**src/rtl/reg_defs_pkg.sv**
```systemverilog
`default_nettype none

package reg_defs_pkg;

  // general register file geometry
  localparam int data_w  = 32;
  localparam int gpr_aw  = 5;
  localparam int num_gpr = 32;

  // debug command FIFO
  localparam int fifo_depth = 4;
  localparam int fifo_ptr_w = $clog2(fifo_depth);
  localparam int fifo_cnt_w = $clog2(fifo_depth + 1);

  // command word is {write, space, index, data}
  localparam int cmd_w       = 1 + 1 + gpr_aw + data_w;
  localparam int cmd_we_bit  = cmd_w - 1;
  localparam int cmd_sp_bit  = cmd_w - 2;
  localparam int cmd_idx_lsb = data_w;

  // space select values
  localparam logic dbg_space_gpr = 1'b0;
  localparam logic dbg_space_ctl = 1'b1;

endpackage

`default_nettype wire

```
**src/rtl/ctl_defs_pkg.sv**
```systemverilog
`default_nettype none

package ctl_defs_pkg;

  import reg_defs_pkg::*;

  localparam int ctl_aw = 3;

  // control register indices
  localparam logic [ctl_aw-1:0] cr_psr = 3'd0;  // privilege depth
  localparam logic [ctl_aw-1:0] cr_pid = 3'd1;
  localparam logic [ctl_aw-1:0] cr_isr = 3'd2;  // sticky interrupt status
  localparam logic [ctl_aw-1:0] cr_imr = 3'd3;  // enable + mask
  localparam logic [ctl_aw-1:0] cr_epc = 3'd4;
  localparam logic [ctl_aw-1:0] cr_efg = 3'd5;  // exception flags
  localparam logic [ctl_aw-1:0] cr_cdv = 3'd6;
  localparam logic [ctl_aw-1:0] cr_tlb = 3'd7;

  // cpu comes out of reset in kernel mode
  localparam logic [data_w-1:0] psr_reset = 32'd1;

  localparam int irq_w = 16;
  localparam int pid_w = 12;

  typedef struct packed {
    logic                      ie;
    logic [data_w-irq_w-2:0]   rsvd;
    logic [irq_w-1:0]          mask;
  } imr_fields_t;

  // register 3, seen as a plain word or as its fields
  typedef union packed {
    logic [data_w-1:0] raw;
    imr_fields_t       fields;
  } imr_u;

endpackage

`default_nettype wire

```
**src/rtl/gpr_file.sv**
```systemverilog
`timescale 1ns/1ps
`default_nettype none

module gpr_file import reg_defs_pkg::*; (
  input  logic              clk,
  input  logic              rst,
  input  logic              stall,
  input  logic [gpr_aw-1:0] raddr0,
  input  logic [gpr_aw-1:0] raddr1,
  output logic [data_w-1:0] rdata0,
  output logic [data_w-1:0] rdata1,
  input  logic              wen0,
  input  logic [gpr_aw-1:0] waddr0,
  input  logic [data_w-1:0] wdata0,
  input  logic              wen1,
  input  logic [gpr_aw-1:0] waddr1,
  input  logic [data_w-1:0] wdata1,
  input  logic              dbg_we,
  input  logic              dbg_re,
  input  logic [gpr_aw-1:0] dbg_idx,
  input  logic [data_w-1:0] dbg_wdata,
  output logic [data_w-1:0] dbg_rdata,
  output logic              dbg_ready
);

  logic [data_w-1:0] regs [num_gpr];
  logic              wr1_ok;

  // port 0 (load data) beats port 1 on the same register
  assign wr1_ok = wen1 && !(wen0 && (waddr0 == waddr1));

  // debug only gets the write path when the pipeline leaves it idle
  assign dbg_ready = !wen0 && !wen1;

  always_ff @(posedge clk) begin
    if (wen0) begin
      regs[waddr0] <= wdata0;
    end
    if (wr1_ok) begin
      regs[waddr1] <= wdata1;
    end
    if (dbg_we && dbg_ready) begin
      regs[dbg_idx] <= dbg_wdata;
    end
  end

  // read ports hold their value under stall
  always_ff @(posedge clk) begin
    if (rst) begin
      rdata0 <= '0;
      rdata1 <= '0;
    end else if (!stall) begin
      rdata0 <= (raddr0 == '0) ? '0 : regs[raddr0];
      rdata1 <= (raddr1 == '0) ? '0 : regs[raddr1];
    end
  end

  always_ff @(posedge clk) begin
    if (dbg_re && dbg_ready) begin
      dbg_rdata <= (dbg_idx == '0) ? '0 : regs[dbg_idx];
    end
  end

endmodule

`default_nettype wire

```
**src/rtl/ctl_reg_file.sv**
```systemverilog
`timescale 1ns/1ps
`default_nettype none

module ctl_reg_file import reg_defs_pkg::*, ctl_defs_pkg::*; (
  input  logic              clk,
  input  logic              rst,
  input  logic              clk_en,
  input  logic              stall,
  input  logic [ctl_aw-1:0] raddr0,
  output logic [data_w-1:0] rdata0,
  input  logic              wen0,
  input  logic [ctl_aw-1:0] waddr0,
  input  logic [data_w-1:0] wdata0,
  input  logic              exc_in_wb,
  input  logic              tlb_exc_in_wb,
  input  logic [data_w-1:0] tlb_addr,
  input  logic [data_w-1:0] epc,
  input  logic [data_w-1:0] efg,
  input  logic [irq_w-1:0]  interrupts,
  input  logic              interrupt_in_wb,
  input  logic              rfe_in_wb,
  input  logic              rfi_in_wb,
  output logic              kmode,
  output logic [data_w-1:0] cdv_out,
  output logic [pid_w-1:0]  pid,
  output logic [data_w-1:0] interrupt_state,
  input  logic              dbg_we,
  input  logic              dbg_re,
  input  logic [ctl_aw-1:0] dbg_idx,
  input  logic [data_w-1:0] dbg_wdata,
  output logic [data_w-1:0] dbg_rdata,
  output logic              dbg_ready
);

  logic [data_w-1:0] regs [2**ctl_aw];
  logic [data_w-1:0] irq_word;
  imr_u              imr;
  imr_u              imr_clr;
  imr_u              imr_set;
  logic              ev_ok;
  logic              pipe_wr;
  logic              dbg_wr;

  assign irq_word = {{(data_w - irq_w){1'b0}}, interrupts};
  assign ev_ok    = clk_en && !stall;
  assign pipe_wr  = wen0 && clk_en;

  // no debug access while the pipeline writes or an event is in writeback
  assign dbg_ready = clk_en && !wen0 && !exc_in_wb && !rfe_in_wb;
  assign dbg_wr    = dbg_we && dbg_ready;

  assign imr = regs[cr_imr];

  // register 3 with the global enable forced off / on
  always_comb begin
    imr_clr           = imr;
    imr_clr.fields.ie = 1'b0;
    imr_set           = imr;
    imr_set.fields.ie = 1'b1;
  end

  assign kmode           = (regs[cr_psr] != '0);
  assign cdv_out         = regs[cr_cdv];
  assign pid             = regs[cr_pid][pid_w-1:0];
  assign interrupt_state = imr.fields.ie ? (regs[cr_isr] & imr.raw) : '0;

  always_ff @(posedge clk) begin
    if (rst) begin
      for (int i = 0; i < 2**ctl_aw; i++) begin
        regs[i] <= (i == int'(cr_psr)) ? psr_reset : '0;
      end
      rdata0 <= '0;
    end else begin
      if (pipe_wr) begin
        regs[waddr0] <= wdata0;
      end else if (dbg_wr) begin
        regs[dbg_idx] <= dbg_wdata;
      end

      // read and events only advance on enabled, unstalled edges
      if (ev_ok) begin
        if (!exc_in_wb && !rfe_in_wb) begin
          rdata0 <= regs[raddr0];
        end else if (exc_in_wb) begin
          if (tlb_exc_in_wb) begin
            regs[cr_tlb] <= tlb_addr;
          end
          if (interrupt_in_wb) begin
            regs[cr_imr] <= imr_clr.raw;
          end
          regs[cr_epc] <= epc;
          regs[cr_efg] <= efg;
          regs[cr_psr] <= regs[cr_psr] + 1'b1;
        end else begin
          if (rfi_in_wb) begin
            regs[cr_imr] <= imr_set.raw;
          end
          regs[cr_psr] <= regs[cr_psr] - 1'b1;
        end
      end

      // interrupt lines are sticky, merged even into a write of register 2
      if (pipe_wr && (waddr0 == cr_isr)) begin
        regs[cr_isr] <= wdata0 | irq_word;
      end else if (dbg_wr && (dbg_idx == cr_isr)) begin
        regs[cr_isr] <= dbg_wdata | irq_word;
      end else begin
        regs[cr_isr] <= regs[cr_isr] | irq_word;
      end
    end
  end

  always_ff @(posedge clk) begin
    if (dbg_re && dbg_ready) begin
      dbg_rdata <= regs[dbg_idx];
    end
  end

endmodule

`default_nettype wire

```
**src/rtl/dbg_apb_port.sv**
```systemverilog
`timescale 1ns/1ps
`default_nettype none

module dbg_apb_port import reg_defs_pkg::*, ctl_defs_pkg::*; (
  input  logic              clk,
  input  logic              rst,
  input  logic [7:0]        paddr,
  input  logic              psel,
  input  logic              penable,
  input  logic              pwrite,
  input  logic [data_w-1:0] pwdata,
  output logic [data_w-1:0] prdata,
  output logic              pready,
  output logic              pslverr,
  output logic              push,
  output logic [cmd_w-1:0]  push_cmd,
  input  logic              full,
  input  logic              rsp_valid,
  input  logic [data_w-1:0] rsp_data
);

  logic              access;
  logic              space;
  logic [gpr_aw-1:0] idx;
  logic              unmapped;
  logic              pushed;
  logic [data_w-1:0] cmd_data;

  assign access = psel && penable;

  // word addresses: bit 7 picks the space, bits 6..2 the index
  assign space = paddr[7];
  assign idx   = paddr[6:2];

  // control file only has 8 entries
  assign unmapped = (space == dbg_space_ctl) && (idx[gpr_aw-1:ctl_aw] != '0);

  // a read is pushed once, then waits for its response
  assign push     = access && !unmapped && !full && (pwrite || !pushed);
  assign cmd_data = pwrite ? pwdata : '0;
  assign push_cmd = {pwrite, space, idx, cmd_data};

  always_comb begin
    pready  = 1'b0;
    pslverr = 1'b0;
    prdata  = '0;
    if (access) begin
      if (unmapped) begin
        pready  = 1'b1;
        pslverr = 1'b1;
      end else if (pwrite) begin
        // posted write, done as soon as the FIFO takes it
        pready = !full;
      end else begin
        pready = pushed && rsp_valid;
        prdata = rsp_data;
      end
    end
  end

  always_ff @(posedge clk) begin
    if (rst) begin
      pushed <= 1'b0;
    end else if (pready) begin
      pushed <= 1'b0;
    end else if (push && !pwrite) begin
      pushed <= 1'b1;
    end
  end

endmodule

`default_nettype wire

```
**src/rtl/dbg_cmd_fifo.sv**
```systemverilog
`timescale 1ns/1ps
`default_nettype none

module dbg_cmd_fifo import reg_defs_pkg::*; (
  input  logic             clk,
  input  logic             rst,
  input  logic             push,
  input  logic [cmd_w-1:0] push_cmd,
  output logic             full,
  input  logic             pop,
  output logic [cmd_w-1:0] pop_cmd,
  output logic             empty
);

  logic [cmd_w-1:0]      mem [fifo_depth];
  logic [fifo_ptr_w-1:0] wr_ptr;
  logic [fifo_ptr_w-1:0] rd_ptr;
  logic [fifo_cnt_w-1:0] count;
  logic                  do_push;
  logic                  do_pop;

  assign full    = (count == fifo_cnt_w'(fifo_depth));
  assign empty   = (count == '0);
  assign do_push = push && !full;
  assign do_pop  = pop && !empty;
  assign pop_cmd = mem[rd_ptr];

  always_ff @(posedge clk) begin
    if (do_push) begin
      mem[wr_ptr] <= push_cmd;
    end
  end

  always_ff @(posedge clk) begin
    if (rst) begin
      wr_ptr <= '0;
      rd_ptr <= '0;
      count  <= '0;
    end else begin
      if (do_push) begin
        wr_ptr <= (wr_ptr == fifo_ptr_w'(fifo_depth - 1)) ? '0 : wr_ptr + 1'b1;
      end
      if (do_pop) begin
        rd_ptr <= (rd_ptr == fifo_ptr_w'(fifo_depth - 1)) ? '0 : rd_ptr + 1'b1;
      end
      // simultaneous push and pop leaves the count alone
      if (do_push && !do_pop) begin
        count <= count + 1'b1;
      end else if (do_pop && !do_push) begin
        count <= count - 1'b1;
      end
    end
  end

endmodule

`default_nettype wire

```
**src/rtl/dbg_cmd_exec.sv**
```systemverilog
`timescale 1ns/1ps
`default_nettype none

module dbg_cmd_exec import reg_defs_pkg::*; (
  input  logic              clk,
  input  logic              rst,
  input  logic              empty,
  input  logic [cmd_w-1:0]  pop_cmd,
  output logic              pop,
  input  logic              gpr_ready,
  input  logic              ctl_ready,
  output logic              dbg_we_gpr,
  output logic              dbg_re_gpr,
  output logic              dbg_we_ctl,
  output logic              dbg_re_ctl,
  output logic [gpr_aw-1:0] dbg_idx,
  output logic [data_w-1:0] dbg_wdata,
  input  logic [data_w-1:0] gpr_rdata,
  input  logic [data_w-1:0] ctl_rdata,
  output logic              rsp_valid,
  output logic [data_w-1:0] rsp_data
);

  logic cmd_we;
  logic cmd_sp;
  logic to_ctl;
  logic tgt_ready;
  logic issue;
  logic rd_pend;
  logic rd_sp;

  // head command fields
  assign cmd_we    = pop_cmd[cmd_we_bit];
  assign cmd_sp    = pop_cmd[cmd_sp_bit];
  assign dbg_idx   = pop_cmd[cmd_idx_lsb +: gpr_aw];
  assign dbg_wdata = pop_cmd[data_w-1:0];

  assign to_ctl    = (cmd_sp == dbg_space_ctl);
  assign tgt_ready = to_ctl ? ctl_ready : gpr_ready;

  // executed and popped in the same cycle
  assign issue = !empty && tgt_ready;
  assign pop   = issue;

  assign dbg_we_gpr = issue && cmd_we && (cmd_sp == dbg_space_gpr);
  assign dbg_re_gpr = issue && !cmd_we && (cmd_sp == dbg_space_gpr);
  assign dbg_we_ctl = issue && cmd_we && to_ctl;
  assign dbg_re_ctl = issue && !cmd_we && to_ctl;

  always_ff @(posedge clk) begin
    if (rst) begin
      rd_pend <= 1'b0;
    end else begin
      rd_pend <= issue && !cmd_we;
    end
  end

  // which file the outstanding read went to
  always_ff @(posedge clk) begin
    if (issue) begin
      rd_sp <= cmd_sp;
    end
  end

  assign rsp_valid = rd_pend;
  assign rsp_data  = (rd_sp == dbg_space_ctl) ? ctl_rdata : gpr_rdata;

endmodule

`default_nettype wire

```
**src/rtl/reg_unit_top.sv**
```systemverilog
`timescale 1ns/1ps
`default_nettype none

module reg_unit_top import reg_defs_pkg::*, ctl_defs_pkg::*; (
  input  logic              clk,
  input  logic              rst,
  input  logic              stall,
  input  logic              clk_en,
  // general file pipeline side
  input  logic [gpr_aw-1:0] raddr0,
  input  logic [gpr_aw-1:0] raddr1,
  output logic [data_w-1:0] rdata0,
  output logic [data_w-1:0] rdata1,
  input  logic              wen0,
  input  logic [gpr_aw-1:0] waddr0,
  input  logic [data_w-1:0] wdata0,
  input  logic              wen1,
  input  logic [gpr_aw-1:0] waddr1,
  input  logic [data_w-1:0] wdata1,
  // control file pipeline side
  input  logic [ctl_aw-1:0] craddr,
  output logic [data_w-1:0] crdata,
  input  logic              cwen,
  input  logic [ctl_aw-1:0] cwaddr,
  input  logic [data_w-1:0] cwdata,
  input  logic              exc_in_wb,
  input  logic              tlb_exc_in_wb,
  input  logic [data_w-1:0] tlb_addr,
  input  logic [data_w-1:0] epc,
  input  logic [data_w-1:0] efg,
  input  logic [irq_w-1:0]  interrupts,
  input  logic              interrupt_in_wb,
  input  logic              rfe_in_wb,
  input  logic              rfi_in_wb,
  output logic              kmode,
  output logic [data_w-1:0] cdv_out,
  output logic [pid_w-1:0]  pid,
  output logic [data_w-1:0] interrupt_state,
  // debug host
  input  logic [7:0]        paddr,
  input  logic              psel,
  input  logic              penable,
  input  logic              pwrite,
  input  logic [data_w-1:0] pwdata,
  output logic [data_w-1:0] prdata,
  output logic              pready,
  output logic              pslverr
);

  logic              push;
  logic [cmd_w-1:0]  push_cmd;
  logic              full;
  logic              pop;
  logic [cmd_w-1:0]  pop_cmd;
  logic              empty;
  logic              gpr_ready;
  logic              ctl_ready;
  logic              dbg_we_gpr;
  logic              dbg_re_gpr;
  logic              dbg_we_ctl;
  logic              dbg_re_ctl;
  logic [gpr_aw-1:0] dbg_idx;
  logic [data_w-1:0] dbg_wdata;
  logic [data_w-1:0] gpr_rdata;
  logic [data_w-1:0] ctl_rdata;
  logic              rsp_valid;
  logic [data_w-1:0] rsp_data;

  dbg_apb_port i_apb (
    .clk       (clk),
    .rst       (rst),
    .paddr     (paddr),
    .psel      (psel),
    .penable   (penable),
    .pwrite    (pwrite),
    .pwdata    (pwdata),
    .prdata    (prdata),
    .pready    (pready),
    .pslverr   (pslverr),
    .push      (push),
    .push_cmd  (push_cmd),
    .full      (full),
    .rsp_valid (rsp_valid),
    .rsp_data  (rsp_data)
  );

  dbg_cmd_fifo i_fifo (
    .clk      (clk),
    .rst      (rst),
    .push     (push),
    .push_cmd (push_cmd),
    .full     (full),
    .pop      (pop),
    .pop_cmd  (pop_cmd),
    .empty    (empty)
  );

  dbg_cmd_exec i_exec (
    .clk        (clk),
    .rst        (rst),
    .empty      (empty),
    .pop_cmd    (pop_cmd),
    .pop        (pop),
    .gpr_ready  (gpr_ready),
    .ctl_ready  (ctl_ready),
    .dbg_we_gpr (dbg_we_gpr),
    .dbg_re_gpr (dbg_re_gpr),
    .dbg_we_ctl (dbg_we_ctl),
    .dbg_re_ctl (dbg_re_ctl),
    .dbg_idx    (dbg_idx),
    .dbg_wdata  (dbg_wdata),
    .gpr_rdata  (gpr_rdata),
    .ctl_rdata  (ctl_rdata),
    .rsp_valid  (rsp_valid),
    .rsp_data   (rsp_data)
  );

  gpr_file i_gpr (
    .clk       (clk),
    .rst       (rst),
    .stall     (stall),
    .raddr0    (raddr0),
    .raddr1    (raddr1),
    .rdata0    (rdata0),
    .rdata1    (rdata1),
    .wen0      (wen0),
    .waddr0    (waddr0),
    .wdata0    (wdata0),
    .wen1      (wen1),
    .waddr1    (waddr1),
    .wdata1    (wdata1),
    .dbg_we    (dbg_we_gpr),
    .dbg_re    (dbg_re_gpr),
    .dbg_idx   (dbg_idx),
    .dbg_wdata (dbg_wdata),
    .dbg_rdata (gpr_rdata),
    .dbg_ready (gpr_ready)
  );

  // control space uses only the low index bits
  ctl_reg_file i_ctl (
    .clk             (clk),
    .rst             (rst),
    .clk_en          (clk_en),
    .stall           (stall),
    .raddr0          (craddr),
    .rdata0          (crdata),
    .wen0            (cwen),
    .waddr0          (cwaddr),
    .wdata0          (cwdata),
    .exc_in_wb       (exc_in_wb),
    .tlb_exc_in_wb   (tlb_exc_in_wb),
    .tlb_addr        (tlb_addr),
    .epc             (epc),
    .efg             (efg),
    .interrupts      (interrupts),
    .interrupt_in_wb (interrupt_in_wb),
    .rfe_in_wb       (rfe_in_wb),
    .rfi_in_wb       (rfi_in_wb),
    .kmode           (kmode),
    .cdv_out         (cdv_out),
    .pid             (pid),
    .interrupt_state (interrupt_state),
    .dbg_we          (dbg_we_ctl),
    .dbg_re          (dbg_re_ctl),
    .dbg_idx         (dbg_idx[ctl_aw-1:0]),
    .dbg_wdata       (dbg_wdata),
    .dbg_rdata       (ctl_rdata),
    .dbg_ready       (ctl_ready)
  );

endmodule

`default_nettype wire

```
**config.mk**
```make
export PLATFORM = sky130hd
export DESIGN_NAME = reg_unit_top
export DESIGN_NICKNAME = d
export VERILOG_FILES = /design/src/rtl/reg_defs_pkg.sv /design/src/rtl/ctl_defs_pkg.sv /design/src/rtl/gpr_file.sv /design/src/rtl/ctl_reg_file.sv /design/src/rtl/dbg_apb_port.sv /design/src/rtl/dbg_cmd_fifo.sv /design/src/rtl/dbg_cmd_exec.sv /design/src/rtl/reg_unit_top.sv
export SDC_FILE = /design/constraint.sdc
export NUM_CORES = 2
export LEC_CHECK = 0
export ABC_CLOCK_PERIOD_IN_PS = 5900
export BUFFER_PORTS_ARGS = -buffer_cell sky130_fd_sc_hd__buf_2
export CORE_MARGIN = 8
export CORE_UTILIZATION = 40
export DETAILED_ROUTE_END_ITERATION = 10
export PLACE_DENSITY_LB_ADDON = 0.3
export SLEW_MARGIN = 20
export SYNTH_ARGS = -nofsm -noshare
export SYNTH_HDL_FRONTEND = slang
export SYNTH_SLANG_ARGS = --single-unit
```
**constraint.sdc**
```tcl
create_clock -name clk -period 5.9 [get_ports clk]
set_input_delay 0.885 -clock clk [delete_from_list [all_inputs] [get_ports clk]]
set_output_delay 0.885 -clock clk [all_outputs]
set_load 0.005 [all_outputs]
```
# Word-level counts from Yosys, hierarchy flattened
# Memory sizes are Yosys's and may differ from the RTL's. A register that Yosys moved wholly into a read port is not among the register bits.
# Index checks and enable logic that the tools add are counted.
[op_classes]
muxes = 95
n_eq_ne = 15
bitwise_logic = 42
reduce_logical = 61
n_addsub = 6
[ops]
columns = ["operator", "count"]
rows = [
  ["32-bit 2-to-1 mux", 21],
  ["32-bit by 16-bit OR with 32-bit output", 3],
  ["32-bit OR reduction", 3],
  ["1-bit 2-to-1 mux", 65],
  ["1-bit logical AND", 33],
  ["32-bit by 1-bit adder with 32-bit output (second input constant)", 1],
  ["32-bit bitwise AND", 1],
  ["32-bit nonzero test", 1],
  ["32-bit by 1-bit subtractor with 32-bit output (second input constant)", 1],
  ["3-bit == test (second input constant)", 10],
  ["1-bit bitwise AND", 18],
  ["1-bit zero test", 15],
  ["5-bit zero test", 3],
  ["3-bit 2-to-1 mux", 4],
  ["1-bit NOT", 10],
  ["1-bit OR", 10],
  ["2-bit 2-to-1 mux", 4],
  ["3-bit by 2-bit == test with 1-bit output (second input constant)", 2],
  ["5-bit == test", 1],
  ["5-bit 2-to-1 mux", 1],
  ["2-bit by 1-bit adder with 2-bit output (second input constant)", 2],
  ["2-bit == test (second input constant)", 2],
  ["2-bit nonzero test", 2],
  ["3-bit by 1-bit adder with 3-bit output (second input constant)", 1],
  ["5 further kinds", 5],
]
[totals]
out_inout_bits = 207
in_bits = 289
ramBits = 1436
ff_bits = 74
word_cells = 230
memories = 3
[memory_table]
columns = ["memory", "words", "width", "read_ports", "rd_clocked_by_memory_dff", "wr", "line", "source"]
rows = [
  ["i_gpr.regs", 32, 32, 3, 1, 2, "gpr_file.sv:26", "logic [data_w-1:0] regs [num_gpr];"],
  ["i_ctl.regs", 8, 32, 7, 2, 8, "ctl_reg_file.sv:35", "logic [data_w-1:0] regs [2**ctl_aw];"],
  ["i_fifo.mem", 4, 39, 1, 1, 1, "dbg_cmd_fifo.sv:15", "logic [cmd_w-1:0] mem [fifo_depth];"],
]

# Depth between registers and ports, before layout
[logic_depth]
ltp_word = 19
mapped_depth = 13
ltp_nobuf = 11

# Hierarchy
# Synthesis repeated with hierarchy kept, for this count alone.
[unflattened]
hier_cells = 6894
area_unflattened_um2 = 97923.9
[modules_own_cells]
columns = ["module", "instances", "area_per_inst_um2", "cells_per_inst"]
rows = [
  ["gpr_file", 1, 71946.5, 4911],
  ["ctl_reg_file", 1, 18347.6, 1554],
  ["dbg_cmd_fifo", 1, 6113.4, 253],
  ["dbg_cmd_exec", 1, 925.9, 84],
  ["dbg_apb_port", 1, 590.6, 92],
]

# Worst setup path before layout
# Ideal clock, no wire load.
[synth_timing]
kind = "flip-flop to flip-flop"
from = "register with a tool-made name"
to = "memory i_gpr.regs[11][0] (enable)"
arrival_time_ns = 3.862
stages_incl_launch_ff = 10
t_required_ns = 5.467
synth_period_minus_slack_ns = 4.295
slack_ns = 1.605
setup_time_ns = 0.433
path_cell_list = "dfxtp_1 > buf_4 > mux4_2 > and4bb_2 > buf_4 > buf_4 > nor2_1 > a21oi_1 > a31oi_1 > o22ai_1"
[synth_lines]
columns = ["element", "line"]
rows = [
  ["end: declaration", "gpr_file.sv:26"],
]

==> run metrics <==
Num CTS Buffers 181; CP required 6.47 ns; Fillers 21890; Sink Count 1608; Resize count post-CTS 0; ANT nets after route 0; clk_lat worst skew 0.87 ns; core area 245300 µm²; FF+latch count, synth 1608; Syn Inst Count 7812; Yosys cell types 75; row count 182; final RePlAce weighted congestion 0.9442; main combinational cell family by area after synthesis multiplexers; R2R cell count 8; ratio of cells with drive above 1 in the final layout 36.46%; Synth Area in Adders 0.4982%; Multi-input gate area 48710 µm²; outcome completed; critical path capture point type flip-flop; DR vias 78400; Max Freq 221.5 MHz; register area 47220 µm²; CTS tree built; sequential share of the synthesized area 47.96%; Critical Setup Path Class flip-flop to flip-flop; Tot Pwr 29.52 mW; Final min period 4.514 ns; initial antenna violation count 56; Static Leak 38.15 nW; Fin. Hold Viols 0; Vert. Die Dim 512.1 µm; DIE AREA 262300 µm²; Layout area overhead 13.37%; global-route wire length before repair 598.3 mm; clock buffer depth 3; Power Dens Cells 264.5 nW/µm²; drt first pass iters 9; total gr overflow 0; reg-to-reg endpoint i_gpr.dbg_rdata[31]; flop2flop setup slack 1.39 ns; Post-DP HPWL 277.3 mm; CTS Hold Bufs 0; Worst Tran Pin Value 1.308 ns; skew final 0.03722 ns; setup bufs post-CTS 0; Fin Hold WS 0.2373 ns; commonest non-fill, non-tap cell in the layout edfxtp_1; Avg Cell Area, Syn 12.60 µm²; mapped cell area 98450 µm²; max cap viols 0; WL final 436.6 mm; simple-gate share of the synthesized area 7.478%; setup violators final 0; maximum vdd drop 0.2704 mV; Slew Limit Fails 0; crit-path max FO 35; CP endpoint i_gpr.dbg_rdata[31]; post-synthesis xor/xnor area fraction 0.1779%; Layout Nets 8286; RSZ-0062 raised after global routing false; # DRC 0; Hold Crit Class primary input to flip-flop; post-synthesis mux area share 31.93%; crit start category flip-flop; vias in the first global route 75250; H-Tree Depth 4; routed via count divided by cell count 6.900; largest net degree at the start of global routing 109; IO Count 496; number of synthesized flops with an enable pin 1501; Synthesis Warnings 0; share of flip-flops with an asynchronous set or reset 0%; Sum Neg Setup Slack 0 ns; Wirelength per Cell 38.43 µm; Top FF cell, synth edfxtp_1; most frequent cells in the layout edfxtp_1 (1501), mux2_2 (1189), nand2_1 (881); IO buf count 493; Compound-Gate Fraction of Synth Area 8.361%; CTS Root Buffer Type clkbuf_16; GRT Util Overall 31.82%; Final Cycle Share 76.50%; DRT iter0 DRCs 12460; clock-pin slew on the worst setup and hold paths 0.06 ns; crit path DAT 5.08 ns; Die W 512.1 µm; Initial Util 40.14%; headroom to the max-slew limit 10.55%
[stage by stage]
| stage | area (µm²) | setup slack (ns) | instances | util [%] |
|---|---|---|---|---|
| after CTS | 111500 | 1.560 | 11340 | 45.47 |
| after global placement | 105500 | 0.9260 | 10990 | 43.02 |
| final | 111600 | 1.386 | 11360 | 45.51 |
| after global routing | 111600 | 1.407 | 11350 | 45.50 |
| after detailed placement | 105500 | 0.9215 | 11000 | 43.04 |
| after floorplan | 98510 | 1.605 | 7827 | - |
[routing by layer]
layer	vias up	part of all wire, %	GRT usage (%)
li1	30920	-	-
met1	39180	36	41.25
met2	6748	42	46.34
met3	1525	15	10.99
met4	24	7.1	18.21
met5	-	0.036	0
[logic make-up (layout without fill, tap and decap cells)]
family | count (synthesis) | after routing
adder cells (fa/ha/maj) | 38 | 38
XOR/XNOR | 20 | 20
AND/OR/NAND/NOR | 1667 | 1667
flip-flops | 1608 | 1608
buffers and inverters | 860 | 1149
multiplexers | 2265 | 2265
AO/OA/AOI/OAI | 1353 | 1353
other | 1 | 42
[critical path, stage by stage (launching register included)]
cell,delay [ns]
dfxtp_4,0.52
buf_4,0.64
o21ai_4,0.28
nand3_2,0.66
buf_4,0.40
buf_4,0.31
a21oi_1,0.07
a2111oi_0,1.09
a211oi_1,0.19
[power breakdown]
part | internal, mW | leakage (nW) | switching [mW]
Clock | 6.51 | 2.91 | 5.11
Sequential | 12.8 | 14.8 | 0.218
Combinational | 1.79 | 20.5 | 3.04
[registers in the layout, summed over array words and instances (netlist names), named ones only]
name              cells
i_ctl.dbg_rdata      32
i_fifo.rd_ptr         2
i_gpr.regs         1024
i_gpr.dbg_rdata      32
i_gpr.rdata1         32
i_ctl.regs          256
i_fifo.mem          156
i_exec.rd_sp          1
i_gpr.rdata0         32
i_fifo.count          3
i_ctl.rdata0         32
i_fifo.wr_ptr         2
i_apb.pushed          1
i_exec.rsp_valid      1
[Yosys cell counts (all sizes together) (9+ instances only)]
cell type,n,area share (%)
o2111ai,33,0.29
o21ai,318,1.6
xnor2,9,0.080
nand2b,19,0.12
ha,36,0.46
and2,38,0.24
nor2b,12,0.076
and3,68,0.43
xor2,11,0.098
nor3b,71,0.54
o22ai,176,1.1
nand3,146,0.74
mux2,1192,14
nor3,79,0.40
buf,250,1.3
dfxtp,107,2.2
a21oi,465,2.4
nor4,13,0.098
a31oi,55,0.36
nand2,882,3.4
o32ai,10,0.089
a211oi,72,0.56
nor2,295,1.1
edfxtp,1501,46
mux2i,492,5.0
mux4,581,13
o221ai,132,1.2
clkbuf,591,2.3
inv,19,0.072
a2111oi,33,0.29
[layout make-up]
| class | instances | area share [%] |
|---|---|---|
| clock inverter | 105 | 0.8833 |
| antenna | 26 | 0.05829 |
| clock buffer | 235 | 4.459 |
| tap | 3220 | 3.610 |
| timing repair buffer | 790 | 4.983 |
| multi-input combinational | 5359 | 43.64 |
| sequential | 1608 | 42.31 |
| inverter | 19 | 0.06390 |
[worst min path at each step]
stage / from / endpoint / slack [ns] / cells past startpoint
4_1_cts: paddr[2] / i_fifo.mem[2][32] / 0.19 / 1
6_report: paddr[2] / i_fifo.mem[2][32] / 0.24 / 1
3_3_place_gp: i_gpr.rdata1[31] / i_gpr.rdata1[31] / 0.45 / 2
2_1_floorplan: i_gpr.rdata1[31] / i_gpr.rdata1[31] / 0.45 / 2
5_1_grt: paddr[2] / i_fifo.mem[2][32] / 0.23 / 1
3_5_place_dp: i_gpr.rdata1[13] / i_gpr.rdata1[13] / 0.45 / 2
Power figures use the tool's default switching activity.
